<file path="src/csr_pkg.sv">
package csr_pkg;

    typedef logic [31:0] csr_word_t;
    typedef logic [13:0] csr_num_t;
    typedef logic [8:0]  esubcode_t;
    typedef logic [1:0]  plv_t;

    typedef enum csr_num_t {
        CSR_CRMD   = 14'h00,
        CSR_PRMD   = 14'h01,
        CSR_ECFG   = 14'h04,
        CSR_ESTAT  = 14'h05,
        CSR_ERA    = 14'h06,
        CSR_BADV   = 14'h07,
        CSR_EENTRY = 14'h0c,
        // scratch words follow consecutively
        CSR_SAVE0  = 14'h30,
        CSR_TID    = 14'h40,
        CSR_TCFG   = 14'h41,
        CSR_TVAL   = 14'h42,
        CSR_TICLR  = 14'h44
    } csr_addr_e;

    typedef enum logic [5:0] {
        ECODE_INT = 6'h00,
        ECODE_ADE = 6'h08,
        ECODE_ALE = 6'h09,
        ECODE_SYS = 6'h0b,
        ECODE_BRK = 6'h0c,
        ECODE_INE = 6'h0d
    } ecode_e;

    localparam esubcode_t ESUBCODE_ADEF = '0;

    localparam int CRMD_PLV_LSB      = 0;
    localparam int CRMD_IE_BIT       = 2;
    localparam int CRMD_DA_BIT       = 3;
    localparam int CRMD_PG_BIT       = 4;
    localparam int CRMD_DATF_LSB     = 5;
    localparam int CRMD_DATM_LSB     = 7;
    localparam int ESTAT_ECODE_LSB   = 16;
    localparam int ESTAT_ESUB_LSB    = 22;
    localparam int TCFG_EN_BIT       = 0;
    localparam int TCFG_PERIODIC_BIT = 1;
    localparam int TCFG_INITVAL_LSB  = 2;
    localparam int TICLR_CLR_BIT     = 0;
    localparam int TIMER_INT_BIT     = 11;

    localparam int ENTRY_ALIGN_W = 6;
    localparam int IS_W          = 13;

    // no software write to bits 10 and 12
    localparam logic [IS_W-1:0] LIE_WRITABLE = 13'h0bff;

    // new value where mask is one, old value elsewhere
    function automatic csr_word_t mask_merge(csr_word_t old_v, csr_word_t mask, csr_word_t val);
        return (mask & val) | (~mask & old_v);
    endfunction

endpackage
</file>
<file path="src/csr_wr_if.sv">
`timescale 1ns/1ps

interface csr_wr_if import csr_pkg::*; #(parameter int NUM_SAVE = 4) ();
    logic                wr_crmd;
    logic                wr_prmd;
    logic                wr_ecfg;
    logic                wr_estat;
    logic                wr_era;
    logic                wr_eentry;
    logic [NUM_SAVE-1:0] wr_save;
    logic                wr_tid;
    logic                wr_tcfg;
    logic                wr_ticlr;
    csr_word_t           wmask;
    csr_word_t           wvalue;

    modport ctrl (
        output wr_crmd, wr_prmd, wr_ecfg, wr_estat, wr_era, wr_eentry,
        output wr_save, wr_tid, wr_tcfg, wr_ticlr, wmask, wvalue
    );
    modport regs (
        input wr_crmd, wr_prmd, wr_ecfg, wr_estat, wr_era, wr_eentry,
        input wr_save, wr_tid, wr_tcfg, wr_ticlr, wmask, wvalue
    );
endinterface

interface exc_if import csr_pkg::*; ();
    logic      ex_take;
    logic      ertn_take;
    ecode_e    ex_ecode;
    esubcode_t ex_esubcode;
    csr_word_t ex_pc;
    logic      badv_we;
    csr_word_t badv_value;

    modport ctrl (
        output ex_take, ertn_take, ex_ecode, ex_esubcode, ex_pc, badv_we, badv_value
    );
    modport regs (
        input ex_take, ertn_take, ex_ecode, ex_esubcode, ex_pc, badv_we, badv_value
    );
endinterface

</file>
<file path="src/csr_top.sv">
`timescale 1ns/1ps

module csr_top import csr_pkg::*; #(
    parameter int NUM_SAVE = 4,
    parameter int TIMER_W  = 32
) (
    input  logic      clk,
    input  logic      reset,
    input  csr_num_t  csr_num,
    output csr_word_t csr_rvalue,
    input  logic      csr_we,
    input  csr_word_t csr_wmask,
    input  csr_word_t csr_wvalue,
    output csr_word_t ex_entry,
    output csr_word_t ertn_entry,
    output logic      has_int,
    input  logic      ertn_flush,
    input  logic      wb_ex,
    input  ecode_e    wb_ecode,
    input  esubcode_t wb_esubcode,
    input  csr_word_t wb_vaddr,
    input  csr_word_t wb_pc
);
    logic      crmd_ie;
    logic      timer_zero;
    logic      ticlr_clear;
    csr_word_t crmd_word;
    csr_word_t prmd_word;
    csr_word_t estat_cause_word;
    csr_word_t badv_word;
    csr_word_t ecfg_word;
    csr_word_t estat_is_word;
    csr_word_t tid_word;
    csr_word_t tcfg_word;
    csr_word_t tval_word;
    csr_word_t save_words [NUM_SAVE];

    csr_wr_if #(.NUM_SAVE(NUM_SAVE)) wr_bus ();
    exc_if exc_bus ();

    csr_ctrl #(.NUM_SAVE(NUM_SAVE)) u_ctrl (
        .csr_num(csr_num), .csr_we(csr_we), .csr_wmask(csr_wmask),
        .csr_wvalue(csr_wvalue), .wb_ex(wb_ex), .ertn_flush(ertn_flush),
        .wb_ecode(wb_ecode), .wb_esubcode(wb_esubcode), .wb_pc(wb_pc),
        .wb_vaddr(wb_vaddr), .ticlr_clear(ticlr_clear), .wr(wr_bus), .exc(exc_bus)
    );

    // entry addresses come straight from eentry and era
    csr_mode_regs u_mode_regs (
        .clk(clk), .reset(reset), .wr(wr_bus), .exc(exc_bus), .crmd_ie(crmd_ie),
        .crmd_word(crmd_word), .prmd_word(prmd_word), .era_word(ertn_entry),
        .eentry_word(ex_entry), .estat_cause_word(estat_cause_word), .badv_word(badv_word)
    );

    csr_int_regs u_int_regs (
        .clk(clk), .reset(reset), .wr(wr_bus), .crmd_ie(crmd_ie),
        .timer_zero(timer_zero), .ticlr_clear(ticlr_clear), .ecfg_word(ecfg_word),
        .estat_is_word(estat_is_word), .has_int(has_int)
    );

    csr_timer #(.TIMER_W(TIMER_W)) u_timer (
        .clk(clk), .reset(reset), .wr(wr_bus), .timer_zero(timer_zero),
        .tid_word(tid_word), .tcfg_word(tcfg_word), .tval_word(tval_word)
    );

    csr_save_regs #(.NUM_SAVE(NUM_SAVE)) u_save_regs (
        .clk(clk), .reset(reset), .wr(wr_bus), .save_words(save_words)
    );

    csr_read_mux #(.NUM_SAVE(NUM_SAVE)) u_read_mux (
        .csr_num(csr_num), .crmd_word(crmd_word), .prmd_word(prmd_word),
        .ecfg_word(ecfg_word), .estat_cause_word(estat_cause_word),
        .estat_is_word(estat_is_word), .era_word(ertn_entry), .badv_word(badv_word),
        .eentry_word(ex_entry), .save_words(save_words), .tid_word(tid_word),
        .tcfg_word(tcfg_word), .tval_word(tval_word), .csr_rvalue(csr_rvalue)
    );

endmodule

</file>
<file path="src/csr_read_mux.sv">
`timescale 1ns/1ps

module csr_read_mux import csr_pkg::*; #(
    parameter int NUM_SAVE = 4
) (
    input  csr_num_t  csr_num,
    input  csr_word_t crmd_word,
    input  csr_word_t prmd_word,
    input  csr_word_t ecfg_word,
    input  csr_word_t estat_cause_word,
    input  csr_word_t estat_is_word,
    input  csr_word_t era_word,
    input  csr_word_t badv_word,
    input  csr_word_t eentry_word,
    input  csr_word_t save_words [NUM_SAVE],
    input  csr_word_t tid_word,
    input  csr_word_t tcfg_word,
    input  csr_word_t tval_word,
    output csr_word_t csr_rvalue
);

    // ticlr and unknown numbers fall through to zero
    always_comb begin
        csr_rvalue = '0;
        case (csr_num)
            CSR_CRMD:   csr_rvalue = crmd_word;
            CSR_PRMD:   csr_rvalue = prmd_word;
            CSR_ECFG:   csr_rvalue = ecfg_word;
            CSR_ESTAT:  csr_rvalue = estat_cause_word | estat_is_word;
            CSR_ERA:    csr_rvalue = era_word;
            CSR_BADV:   csr_rvalue = badv_word;
            CSR_EENTRY: csr_rvalue = eentry_word;
            CSR_TID:    csr_rvalue = tid_word;
            CSR_TCFG:   csr_rvalue = tcfg_word;
            CSR_TVAL:   csr_rvalue = tval_word;
            default: ;
        endcase
        for (int i = 0; i < NUM_SAVE; i++) begin
            if (csr_num == csr_num_t'(CSR_SAVE0 + i))
                csr_rvalue = save_words[i];
        end
    end

endmodule

</file>
<file path="src/csr_save_regs.sv">
`timescale 1ns/1ps

module csr_save_regs import csr_pkg::*; #(
    parameter int NUM_SAVE = 4
) (
    input  logic      clk,
    input  logic      reset,
    csr_wr_if.regs    wr,
    output csr_word_t save_words [NUM_SAVE]
);

    for (genvar i = 0; i < NUM_SAVE; i++) begin : g_save
        always_ff @(posedge clk) begin
            if (reset)
                save_words[i] <= '0;
            else if (wr.wr_save[i])
                save_words[i] <= mask_merge(save_words[i], wr.wmask, wr.wvalue);
        end
    end

endmodule

</file>
<file path="src/csr_timer.sv">
`timescale 1ns/1ps

module csr_timer import csr_pkg::*; #(
    parameter int TIMER_W = 32
) (
    input  logic      clk,
    input  logic      reset,
    csr_wr_if.regs    wr,
    output logic      timer_zero,
    output csr_word_t tid_word,
    output csr_word_t tcfg_word,
    output csr_word_t tval_word
);
    logic                        tcfg_en;
    logic                        tcfg_periodic;
    logic [31:TCFG_INITVAL_LSB]  tcfg_initval;
    logic [TIMER_W-1:0]          count;
    csr_word_t                   tcfg_next;

    // initval sits above the two low bits, so this is initval * 4
    function automatic logic [TIMER_W-1:0] start_count(csr_word_t cfg);
        return TIMER_W'({cfg[31:TCFG_INITVAL_LSB], {TCFG_INITVAL_LSB{1'b0}}});
    endfunction

    assign tcfg_next = mask_merge(tcfg_word, wr.wmask, wr.wvalue);

    always_ff @(posedge clk) begin
        if (reset) begin
            tid_word      <= '0;
            tcfg_en       <= 1'b0;
            tcfg_periodic <= 1'b0;
            tcfg_initval  <= '0;
        end else begin
            if (wr.wr_tid)
                tid_word <= mask_merge(tid_word, wr.wmask, wr.wvalue);
            if (wr.wr_tcfg) begin
                tcfg_en       <= tcfg_next[TCFG_EN_BIT];
                tcfg_periodic <= tcfg_next[TCFG_PERIODIC_BIT];
                tcfg_initval  <= tcfg_next[31:TCFG_INITVAL_LSB];
            end
        end
    end

    // one-shot mode runs past zero to all ones and parks there
    always_ff @(posedge clk) begin
        if (reset)
            count <= '1;
        else if (wr.wr_tcfg && tcfg_next[TCFG_EN_BIT])
            count <= start_count(tcfg_next);
        else if (tcfg_en && count != '1) begin
            if (count == '0 && tcfg_periodic)
                count <= start_count(tcfg_word);
            else
                count <= count - 1'b1;
        end
    end

    always_comb begin
        tcfg_word = '0;
        tcfg_word[TCFG_EN_BIT]            = tcfg_en;
        tcfg_word[TCFG_PERIODIC_BIT]      = tcfg_periodic;
        tcfg_word[31:TCFG_INITVAL_LSB]    = tcfg_initval;
    end

    assign tval_word  = csr_word_t'(count);
    assign timer_zero = tcfg_en & (count == '0);

endmodule

</file>
<file path="src/csr_int_regs.sv">
`timescale 1ns/1ps

module csr_int_regs import csr_pkg::*; (
    input  logic      clk,
    input  logic      reset,
    csr_wr_if.regs    wr,
    input  logic      crmd_ie,
    input  logic      timer_zero,
    input  logic      ticlr_clear,
    output csr_word_t ecfg_word,
    output csr_word_t estat_is_word,
    output logic      has_int
);
    logic [IS_W-1:0] ecfg_lie;
    logic [1:0]      swi;
    logic            timer_int;
    logic [IS_W-1:0] is_vec;
    csr_word_t       ecfg_next;
    csr_word_t       estat_next;

    assign ecfg_next  = mask_merge(ecfg_word, wr.wmask, wr.wvalue);
    assign estat_next = mask_merge(estat_is_word, wr.wmask, wr.wvalue);

    always_ff @(posedge clk) begin
        if (reset) begin
            ecfg_lie  <= '0;
            swi       <= '0;
            timer_int <= 1'b0;
        end else begin
            if (wr.wr_ecfg)
                ecfg_lie <= ecfg_next[IS_W-1:0] & LIE_WRITABLE;
            if (wr.wr_estat)
                swi <= estat_next[1:0];
            // a zero count wins over a clear in the same cycle
            if (timer_zero)
                timer_int <= 1'b1;
            else if (ticlr_clear)
                timer_int <= 1'b0;
        end
    end

    // hw and ipi lines are not present, read as zero
    always_comb begin
        is_vec = '0;
        is_vec[1:0] = swi;
        is_vec[TIMER_INT_BIT] = timer_int;
    end

    assign ecfg_word     = csr_word_t'(ecfg_lie);
    assign estat_is_word = csr_word_t'(is_vec);
    assign has_int = (|(is_vec[TIMER_INT_BIT:0] & ecfg_lie[TIMER_INT_BIT:0])) & crmd_ie;

endmodule

</file>
<file path="src/csr_mode_regs.sv">
`timescale 1ns/1ps

module csr_mode_regs import csr_pkg::*; (
    input  logic      clk,
    input  logic      reset,
    csr_wr_if.regs    wr,
    exc_if.regs       exc,
    output logic      crmd_ie,
    output csr_word_t crmd_word,
    output csr_word_t prmd_word,
    output csr_word_t era_word,
    output csr_word_t eentry_word,
    output csr_word_t estat_cause_word,
    output csr_word_t badv_word
);
    plv_t                   crmd_plv;
    logic                   crmd_da;
    logic                   crmd_pg;
    logic [1:0]             crmd_datf;
    logic [1:0]             crmd_datm;
    plv_t                   prmd_pplv;
    logic                   prmd_pie;
    logic [31:ENTRY_ALIGN_W] eentry_va;
    ecode_e                 estat_ecode;
    esubcode_t              estat_esub;
    csr_word_t              crmd_next;
    csr_word_t              prmd_next;
    csr_word_t              eentry_next;

    assign crmd_next   = mask_merge(crmd_word, wr.wmask, wr.wvalue);
    assign prmd_next   = mask_merge(prmd_word, wr.wmask, wr.wvalue);
    assign eentry_next = mask_merge(eentry_word, wr.wmask, wr.wvalue);

    always_ff @(posedge clk) begin
        if (reset) begin
            crmd_plv  <= '0;
            crmd_ie   <= 1'b0;
            crmd_da   <= 1'b1;
            crmd_pg   <= 1'b0;
            crmd_datf <= '0;
            crmd_datm <= '0;
        end else if (exc.ex_take) begin
            // enter the handler at plv0 with interrupts off
            crmd_plv <= '0;
            crmd_ie  <= 1'b0;
        end else if (exc.ertn_take) begin
            crmd_plv <= prmd_pplv;
            crmd_ie  <= prmd_pie;
        end else if (wr.wr_crmd) begin
            crmd_plv  <= crmd_next[CRMD_PLV_LSB +: 2];
            crmd_ie   <= crmd_next[CRMD_IE_BIT];
            crmd_da   <= crmd_next[CRMD_DA_BIT];
            crmd_pg   <= crmd_next[CRMD_PG_BIT];
            crmd_datf <= crmd_next[CRMD_DATF_LSB +: 2];
            crmd_datm <= crmd_next[CRMD_DATM_LSB +: 2];
        end
    end

    // prmd shares the plv/ie bit layout of crmd
    always_ff @(posedge clk) begin
        if (reset) begin
            prmd_pplv <= '0;
            prmd_pie  <= 1'b0;
        end else if (exc.ex_take) begin
            prmd_pplv <= crmd_plv;
            prmd_pie  <= crmd_ie;
        end else if (wr.wr_prmd) begin
            prmd_pplv <= prmd_next[CRMD_PLV_LSB +: 2];
            prmd_pie  <= prmd_next[CRMD_IE_BIT];
        end
    end

    always_ff @(posedge clk) begin
        if (reset) begin
            era_word    <= '0;
            eentry_va   <= '0;
            estat_ecode <= ECODE_INT;
            estat_esub  <= '0;
            badv_word   <= '0;
        end else begin
            if (exc.ex_take) begin
                era_word    <= exc.ex_pc;
                estat_ecode <= exc.ex_ecode;
                estat_esub  <= exc.ex_esubcode;
            end else if (wr.wr_era) begin
                era_word <= mask_merge(era_word, wr.wmask, wr.wvalue);
            end
            if (wr.wr_eentry)
                eentry_va <= eentry_next[31:ENTRY_ALIGN_W];
            if (exc.badv_we)
                badv_word <= exc.badv_value;
        end
    end

    always_comb begin
        crmd_word = '0;
        crmd_word[CRMD_PLV_LSB +: 2]  = crmd_plv;
        crmd_word[CRMD_IE_BIT]        = crmd_ie;
        crmd_word[CRMD_DA_BIT]        = crmd_da;
        crmd_word[CRMD_PG_BIT]        = crmd_pg;
        crmd_word[CRMD_DATF_LSB +: 2] = crmd_datf;
        crmd_word[CRMD_DATM_LSB +: 2] = crmd_datm;
        prmd_word = '0;
        prmd_word[CRMD_PLV_LSB +: 2]  = prmd_pplv;
        prmd_word[CRMD_IE_BIT]        = prmd_pie;
        estat_cause_word = '0;
        estat_cause_word[ESTAT_ECODE_LSB +: $bits(ecode_e)]   = estat_ecode;
        estat_cause_word[ESTAT_ESUB_LSB +: $bits(esubcode_t)] = estat_esub;
    end

    assign eentry_word = {eentry_va, {ENTRY_ALIGN_W{1'b0}}};

endmodule

</file>
<file path="src/csr_ctrl.sv">
`timescale 1ns/1ps

module csr_ctrl import csr_pkg::*; #(
    parameter int NUM_SAVE = 4
) (
    input  csr_num_t  csr_num,
    input  logic      csr_we,
    input  csr_word_t csr_wmask,
    input  csr_word_t csr_wvalue,
    input  logic      wb_ex,
    input  logic      ertn_flush,
    input  ecode_e    wb_ecode,
    input  esubcode_t wb_esubcode,
    input  csr_word_t wb_pc,
    input  csr_word_t wb_vaddr,
    output logic      ticlr_clear,
    csr_wr_if.ctrl    wr,
    exc_if.ctrl       exc
);
    logic sw_we;
    logic addr_err;
    logic fetch_err;

    // write-back events win over a software write
    assign sw_we = csr_we & ~wb_ex & ~ertn_flush;

    always_comb begin
        wr.wr_crmd   = 1'b0;
        wr.wr_prmd   = 1'b0;
        wr.wr_ecfg   = 1'b0;
        wr.wr_estat  = 1'b0;
        wr.wr_era    = 1'b0;
        wr.wr_eentry = 1'b0;
        wr.wr_save   = '0;
        wr.wr_tid    = 1'b0;
        wr.wr_tcfg   = 1'b0;
        wr.wr_ticlr  = 1'b0;
        if (sw_we) begin
            case (csr_num)
                CSR_CRMD:   wr.wr_crmd   = 1'b1;
                CSR_PRMD:   wr.wr_prmd   = 1'b1;
                CSR_ECFG:   wr.wr_ecfg   = 1'b1;
                CSR_ESTAT:  wr.wr_estat  = 1'b1;
                CSR_ERA:    wr.wr_era    = 1'b1;
                CSR_EENTRY: wr.wr_eentry = 1'b1;
                CSR_TID:    wr.wr_tid    = 1'b1;
                CSR_TCFG:   wr.wr_tcfg   = 1'b1;
                CSR_TICLR:  wr.wr_ticlr  = 1'b1;
                default: ;
            endcase
            for (int i = 0; i < NUM_SAVE; i++) begin
                if (csr_num == csr_num_t'(CSR_SAVE0 + i))
                    wr.wr_save[i] = 1'b1;
            end
        end
    end

    assign wr.wmask  = csr_wmask;
    assign wr.wvalue = csr_wvalue;

    assign ticlr_clear = wr.wr_ticlr & csr_wmask[TICLR_CLR_BIT] & csr_wvalue[TICLR_CLR_BIT];

    assign exc.ex_take     = wb_ex;
    assign exc.ertn_take   = ertn_flush & ~wb_ex;
    assign exc.ex_ecode    = wb_ecode;
    assign exc.ex_esubcode = wb_esubcode;
    assign exc.ex_pc       = wb_pc;

    // fetch address errors report the pc, data errors the access address
    assign addr_err       = (wb_ecode == ECODE_ALE) || (wb_ecode == ECODE_ADE);
    assign fetch_err      = (wb_ecode == ECODE_ADE) && (wb_esubcode == ESUBCODE_ADEF);
    assign exc.badv_we    = wb_ex & addr_err;
    assign exc.badv_value = fetch_err ? wb_pc : wb_vaddr;

endmodule

</file>
<file path="config.mk">
export PLATFORM = sky130hd
export DESIGN_NAME = csr_top
export DESIGN_NICKNAME = d
export VERILOG_FILES = /design/src/csr_pkg.sv /design/src/csr_wr_if.sv /design/src/csr_top.sv /design/src/csr_read_mux.sv /design/src/csr_save_regs.sv /design/src/csr_timer.sv /design/src/csr_int_regs.sv /design/src/csr_mode_regs.sv /design/src/csr_ctrl.sv
export SDC_FILE = /design/constraint.sdc
export NUM_CORES = 1
export LEC_CHECK = 0
export BUFFER_PORTS_ARGS = -buffer_cell sky130_fd_sc_hd__buf_2
export CORE_UTILIZATION = 42
export CTS_BUF_LIST = sky130_fd_sc_hd__clkbuf_2
export DETAILED_ROUTE_END_ITERATION = 6
export HOLD_SLACK_MARGIN = 0.15
export PLACE_DENSITY_LB_ADDON = 0.2
export SETUP_SLACK_MARGIN = 0.15
export SYNTH_ARGS = -nofsm -noshare
export SYNTH_HDL_FRONTEND = slang
export SYNTH_SLANG_ARGS = --single-unit
</file>
<file path="constraint.sdc">
create_clock -name clk -period 2.8 [get_ports clk]
set_input_delay 0.28 -clock clk [delete_from_list [all_inputs] [get_ports clk]]
set_output_delay 0.28 -clock clk [all_outputs]
set_load 0.05 [all_outputs]
</file>
Yosys cells after proc, flatten, opt, wreduce, memory -nomap -nowiden
Index checks and enable logic that the tools add are counted.
{"block": "totals", "register_bits": 355, "inputBits": 162, "out_inout_bits": 97}
{"block": "classes", "add_sub_neg": 1, "n_eq_ne": 17, "mux": 44, "n_bitwise": 39, "reduce_logical": 16}
{"op": "$mux W32", "n": 10}
{"op": "$pmux W32 S10", "n": 1}
{"op": "$and A32 B32 Y32", "n": 9}
{"op": "$or A32 B32 Y32", "n": 8}
{"op": "$eq A14 B3 Y1 const B", "n": 4}
{"op": "$eq A14 B6 Y1 const B", "n": 4}
{"op": "$eq A14 B7 Y1 const B", "n": 4}
{"op": "$logic_not A32 Y1", "n": 1}
{"op": "$ne A32 B32 Y1 const B", "n": 1}
{"op": "$not A32 Y32", "n": 1}
{"op": "$sub A32 B1 Y32 const B", "n": 1}
{"op": "$or A31 B12 Y31", "n": 1}
{"op": "$mux W1", "n": 28}
{"op": "$and A12 B12 Y12", "n": 2}
{"op": "$eq A14 B1 Y1 const B", "n": 1}
{"op": "$eq A14 B4 Y1 const B", "n": 1}
{"op": "$logic_not A14 Y1", "n": 1}
{"op": "$eq A6 B4 Y1 const B", "n": 2}
{"op": "$or A12 B12 Y12", "n": 1}
{"op": "$reduce_or A12 Y1", "n": 1}
{"op": "$reduce_bool A2 Y1", "n": 5}
{"op": "$and A9 B9 Y9", "n": 1}
{"op": "$logic_not A9 Y1", "n": 1}
{"op": "$or A9 B9 Y9", "n": 1}
{"op": "other kinds (12)", "n": 27}

Logic depth before layout (Yosys ltp)
{"block": "depth", "depth_word": 8, "depth_mapped": 10, "mapped_depth_nobuf": 8}

Hierarchy
Synthesis repeated with hierarchy kept, for this count alone.
{"block": "hier_totals", "cells_unflattened": 2788, "hier_area_um2": 23545.1}
{"mod": "csr_mode_regs", "instances": 1, "cells_per_inst": 592, "area_each_um2": 5883.1, "seq_area_each_um2": 2342.2}
{"mod": "csr_save_regs", "instances": 1, "cells_per_inst": 586, "area_each_um2": 5672.9, "seq_area_each_um2": 2562.5}
{"mod": "csr_timer", "instances": 1, "cells_per_inst": 689, "area_each_um2": 5235.0, "seq_area_each_um2": 1921.8}
{"mod": "csr_read_mux", "instances": 1, "cells_per_inst": 617, "area_each_um2": 4131.5, "seq_area_each_um2": 0.0}
{"mod": "csr_ctrl", "instances": 1, "cells_per_inst": 191, "area_each_um2": 1636.6, "seq_area_each_um2": 0.0}
{"mod": "csr_int_regs", "instances": 1, "cells_per_inst": 113, "area_each_um2": 985.9, "seq_area_each_um2": 280.3}

Least setup slack after synthesis
OpenSTA, ideal clock, no wires.
{"block": "synth_timing", "path_type": "in2out", "startpoint": "input port csr_num[9]", "endpoint": "output port csr_rvalue[2]", "arrival_ps": 3139, "required_time_ps": 2520, "setup_slack_ps": -619, "path_stages": 7, "n_path_buf": 1, "cell_sequence": "nor4_1 > nand3_2 > nor3_1 > clkbuf_1 > a222oi_1 > o21a_1 > o21ai_0"}
{"block": "synth_via", "elab_chain_cells": 6}
{"element": "start, declared", "line": "csr_top.sv:9", "rtl": "input csr_num_t csr_num,"}
{"element": "$eq A14 B7 Y1, or another cell as far along", "line": "csr_read_mux.sv:25", "rtl": "case (csr_num)"}
{"element": "$pmux W32 S10", "line": "csr_read_mux.sv:25"}
{"element": "$mux W32 (3 in series)", "line": "csr_read_mux.sv:39", "rtl": "if (csr_num == csr_num_t'(CSR_SAVE0 + i))"}
{"element": "$mux W32 (*)", "line": "csr_read_mux.sv:39"}
{"element": "end, declared", "line": "csr_top.sv:10", "rtl": "output csr_word_t csr_rvalue,"}
Every way passes the cells marked *; elsewhere a longest branch is shown, timed or not.

==> flow_metrics.env <==
export IMPL_whs_path_depth=4
export IMPL_drt_vias_per_instance=6.11
export IMPL_relSlewSlack=0.465
export IMPL_die_x_um=215
export IMPL_cts_root_buf="clkbuf_2"
export IMPL_grt_pass1_vias=23265
export IMPL_finalWorstSetupSlack_ns=-0.412
export IMPL_final_layout_size_suffix_gt1_frac=0.248
export IMPL_drv_slew=0
export IMPL_p_leak_uw=0.0113
export IMPL_worst_path_buf_inv=1
export IMPL_power_uw=10700
export IMPL_tns_ns=-6.40
export IMPL_grt_pass1_wl_mm=139
export IMPL_io_pins=259
export IMPL_netlist_top_cells_area="dfxtp_1 (37%), mux2i_1 (9.5%), nand2_1 (8.5%)"
export IMPL_hold_class="in2reg"
export IMPL_path_clk_slew_ns=0.12
export IMPL_violations="DRC, setup timing"
export IMPL_initial_utilization=0.427
export IMPL_crit_family="compound AO/OA/AOI/OAI gates"
export IMPL_status="complete, but fails checks"
export IMPL_die_area_mm2=0.0460
export IMPL_numPortBuffers=252
export IMPL_cap_violations=0
export IMPL_gp_congestion=0.939
export IMPL_antenna_found_initial=5
export IMPL_dpl_cell_count=3136
export IMPL_rows=77
export IMPL_crit_cells=6
export IMPL_final_hold_viol_count=0
export IMPL_synth_commonest_cells="nand2_1 (432), dfxtp_1 (355), nor2_1 (249)"
export IMPL_stdcell_count=3838
export IMPL_cp_required_ns=2.52
export IMPL_cts_tree="yes"
export IMPL_endpoint_kind="output port"
export IMPL_synth_edf_count=0
export IMPL_crit_chain="mux2_2 -> a22o_1 -> a222oi_1 -> a31oi_1 -> a221o_2 -> buf_8"
export IMPL_die_height_um=215
export IMPL_synth_cells=2433
export IMPL_final_area_mm2=0.0285
export IMPL_grtUsageTotal=0.394
export IMPL_worstSetupPathType="reg2out"
export IMPL_max_stage_delay_ns=0.34
export IMPL_layout_nets=3335
export IMPL_drc=26
export IMPL_power_density_mw_per_mm2=377
export IMPL_hold_ws_ns=0.206
export IMPL_overflow=0
export IMPL_synth_area_per_cell_um2=7.80
export IMPL_fmax_mhz=311
export IMPL_coreArea_mm2=0.0444
export IMPL_clkLatencyLatePin_ns=1.16
export IMPL_numCtsBuffers=100
export IMPL_synthArstFlopShare=0
export IMPL_drt_iter0_markers=2525
export IMPL_synth_most_common_cell="nand2_1"
export IMPL_synth_flop_cell="dfxtp_1"
export IMPL_area_growth_pct=50.2
export IMPL_crit_fanout=2
export IMPL_vias=23465
export IMPL_hpwlAfterDp_mm=52.6
export IMPL_place_area_mm2=0.0214
export IMPL_worst_slew_pin_slew_ns=0.802
export IMPL_setup_viol=35
export IMPL_clk_path_buf_depth=3
export IMPL_yosysTopAreaCell="dfxtp_1"
export IMPL_ir_drop_mv=0.364
export IMPL_worstPathArrival_ns=2.93
export IMPL_ys_seq_area_frac=0.374
export IMPL_netlist_area_mm2=0.0190
export IMPL_cts_num_sinks=355
export IMPL_slowest_stage="dfxtp_1"
export IMPL_ant_nets=0
export IMPL_wire_per_inst_um=24.8
export IMPL_htreeDepth=3
export IMPL_rsz0062_at_grt="true"
export IMPL_synth_warning_count=0
export IMPL_grt_start_max_net_pins=149
export IMPL_synth_top_area_frac=0.374
export IMPL_drt_total_wl_mm=95.4
export IMPL_finClkSkew_ns=0.0864
export IMPL_first_pass_iters=7
export IMPL_r2r_worst_path_cells=8
export IMPL_post_route_min_period_ns=3.21
export IMPL_ys_ff_latch=355
export IMPL_critPathLaunchType="register"
export IMPL_synth_cell_types=80
export IMPL_period_share=1.15
==> stage by stage <==
stage / util / setup slack, ns
floorplan: - / 0.151
global placement: 0.483 / -0.0579
detailed placement: 0.483 / -0.0708
CTS: 0.632 / -0.435
global route: 0.642 / -0.533
finish: 0.642 / -0.412
==> power by group <==
part / internal [uW] / switching (uW) / total (uW)
sequential: 5080 / 59.0 / 5130
clock: 1550 / 2450 / 3990
combinational: 679 / 930 / 1610
==> routing by layer <==
metal  track usage  vias up  wire, um
li1              -    10282         -
met1         0.431    11199     34100
met2         0.658     1486     44100
met3        0.0667      498      7460
met4         0.350        0      9720
met5             0        -         0
==> path summary, 6_finish.rpt <==
kind	end	slack, ns	startpoint
max	csr_rvalue[7]	-0.41	register
min	register	0.21	csr_wmask[5]
max reg2reg	u_timer.tval_word[11]$_SDFFE_PP1P_	0.23	u_timer.tval_word[29]$_SDFFE_PP1P_
min reg2reg	register	0.46	register
==> what timing repair did <==
| action | CTS | global route |
|---|---|---|
| gates cloned | 0 | 6 |
| endpoints found under the hold margin | 355 | 3 |
| gates resized for setup | 236 | 56 |
| setup buffers | 32 | 15 |
| endpoints found under the setup margin | 32 | 94 |
| hold buffers | 471 | 2 |
| pin swaps | 93 | 62 |
==> tightest hold or removal path, delay by kind of cell <==
family	cells	cell delay, ns
AO/OA/AOI/OAI	1	0.06
buffers and inverters	2	0.79
AND/OR/NAND/NOR	1	0.14
==> cell families after synthesis <==
logic type / count (synthesis) / synth area share
AND/OR/NAND/NOR: 984 / 0.231
AO/OA/AOI/OAI: 600 / 0.221
flip-flops: 355 / 0.374
buffers and inverters: 278 / 0.0602
multiplexers: 189 / 0.100
XOR/XNOR: 23 / 0.0106
adder cells (fa/ha/maj): 3 / 0.00198
other: 1 / 0.000198
==> cell usage in the layout (no fill, tap or decap), types with 22 or more instances in the layout <==
cell type	netlist	final
dlygate4sd3_1	0	467
nand2_1	432	431
dfxtp_1	355	298
nor2_1	249	243
buf_2	17	219
mux2i_1	181	180
clkbuf_2	0	142
nand3_1	142	141
a21oi_1	149	136
buf_4	7	132
o21ai_0	73	50
a22oi_1	65	43
nor3_1	44	40
a311oi_1	36	36
a211oi_1	39	35
buf_6	7	34
a21boi_0	33	33
dfxtp_2	0	30
buf_12	0	28
dfxtp_4	0	27
a222oi_1	24	24
a22oi_2	0	22
clkinv_1	1	22
==> final cells by class <==
class | instances | area [um^2]
Multi-Input combinational cell | 1805 | 11600
Sequential cell | 355 | 7250
Timing Repair Buffer | 896 | 7980
Clock inverter | 29 | 174
Tap cell | 592 | 741
Inverter | 12 | 47.5
Fill cell | 3721 | 15900
Clock buffer | 142 | 711
Antenna cell | 7 | 17.5
Power figures use the tool's default switching activity.
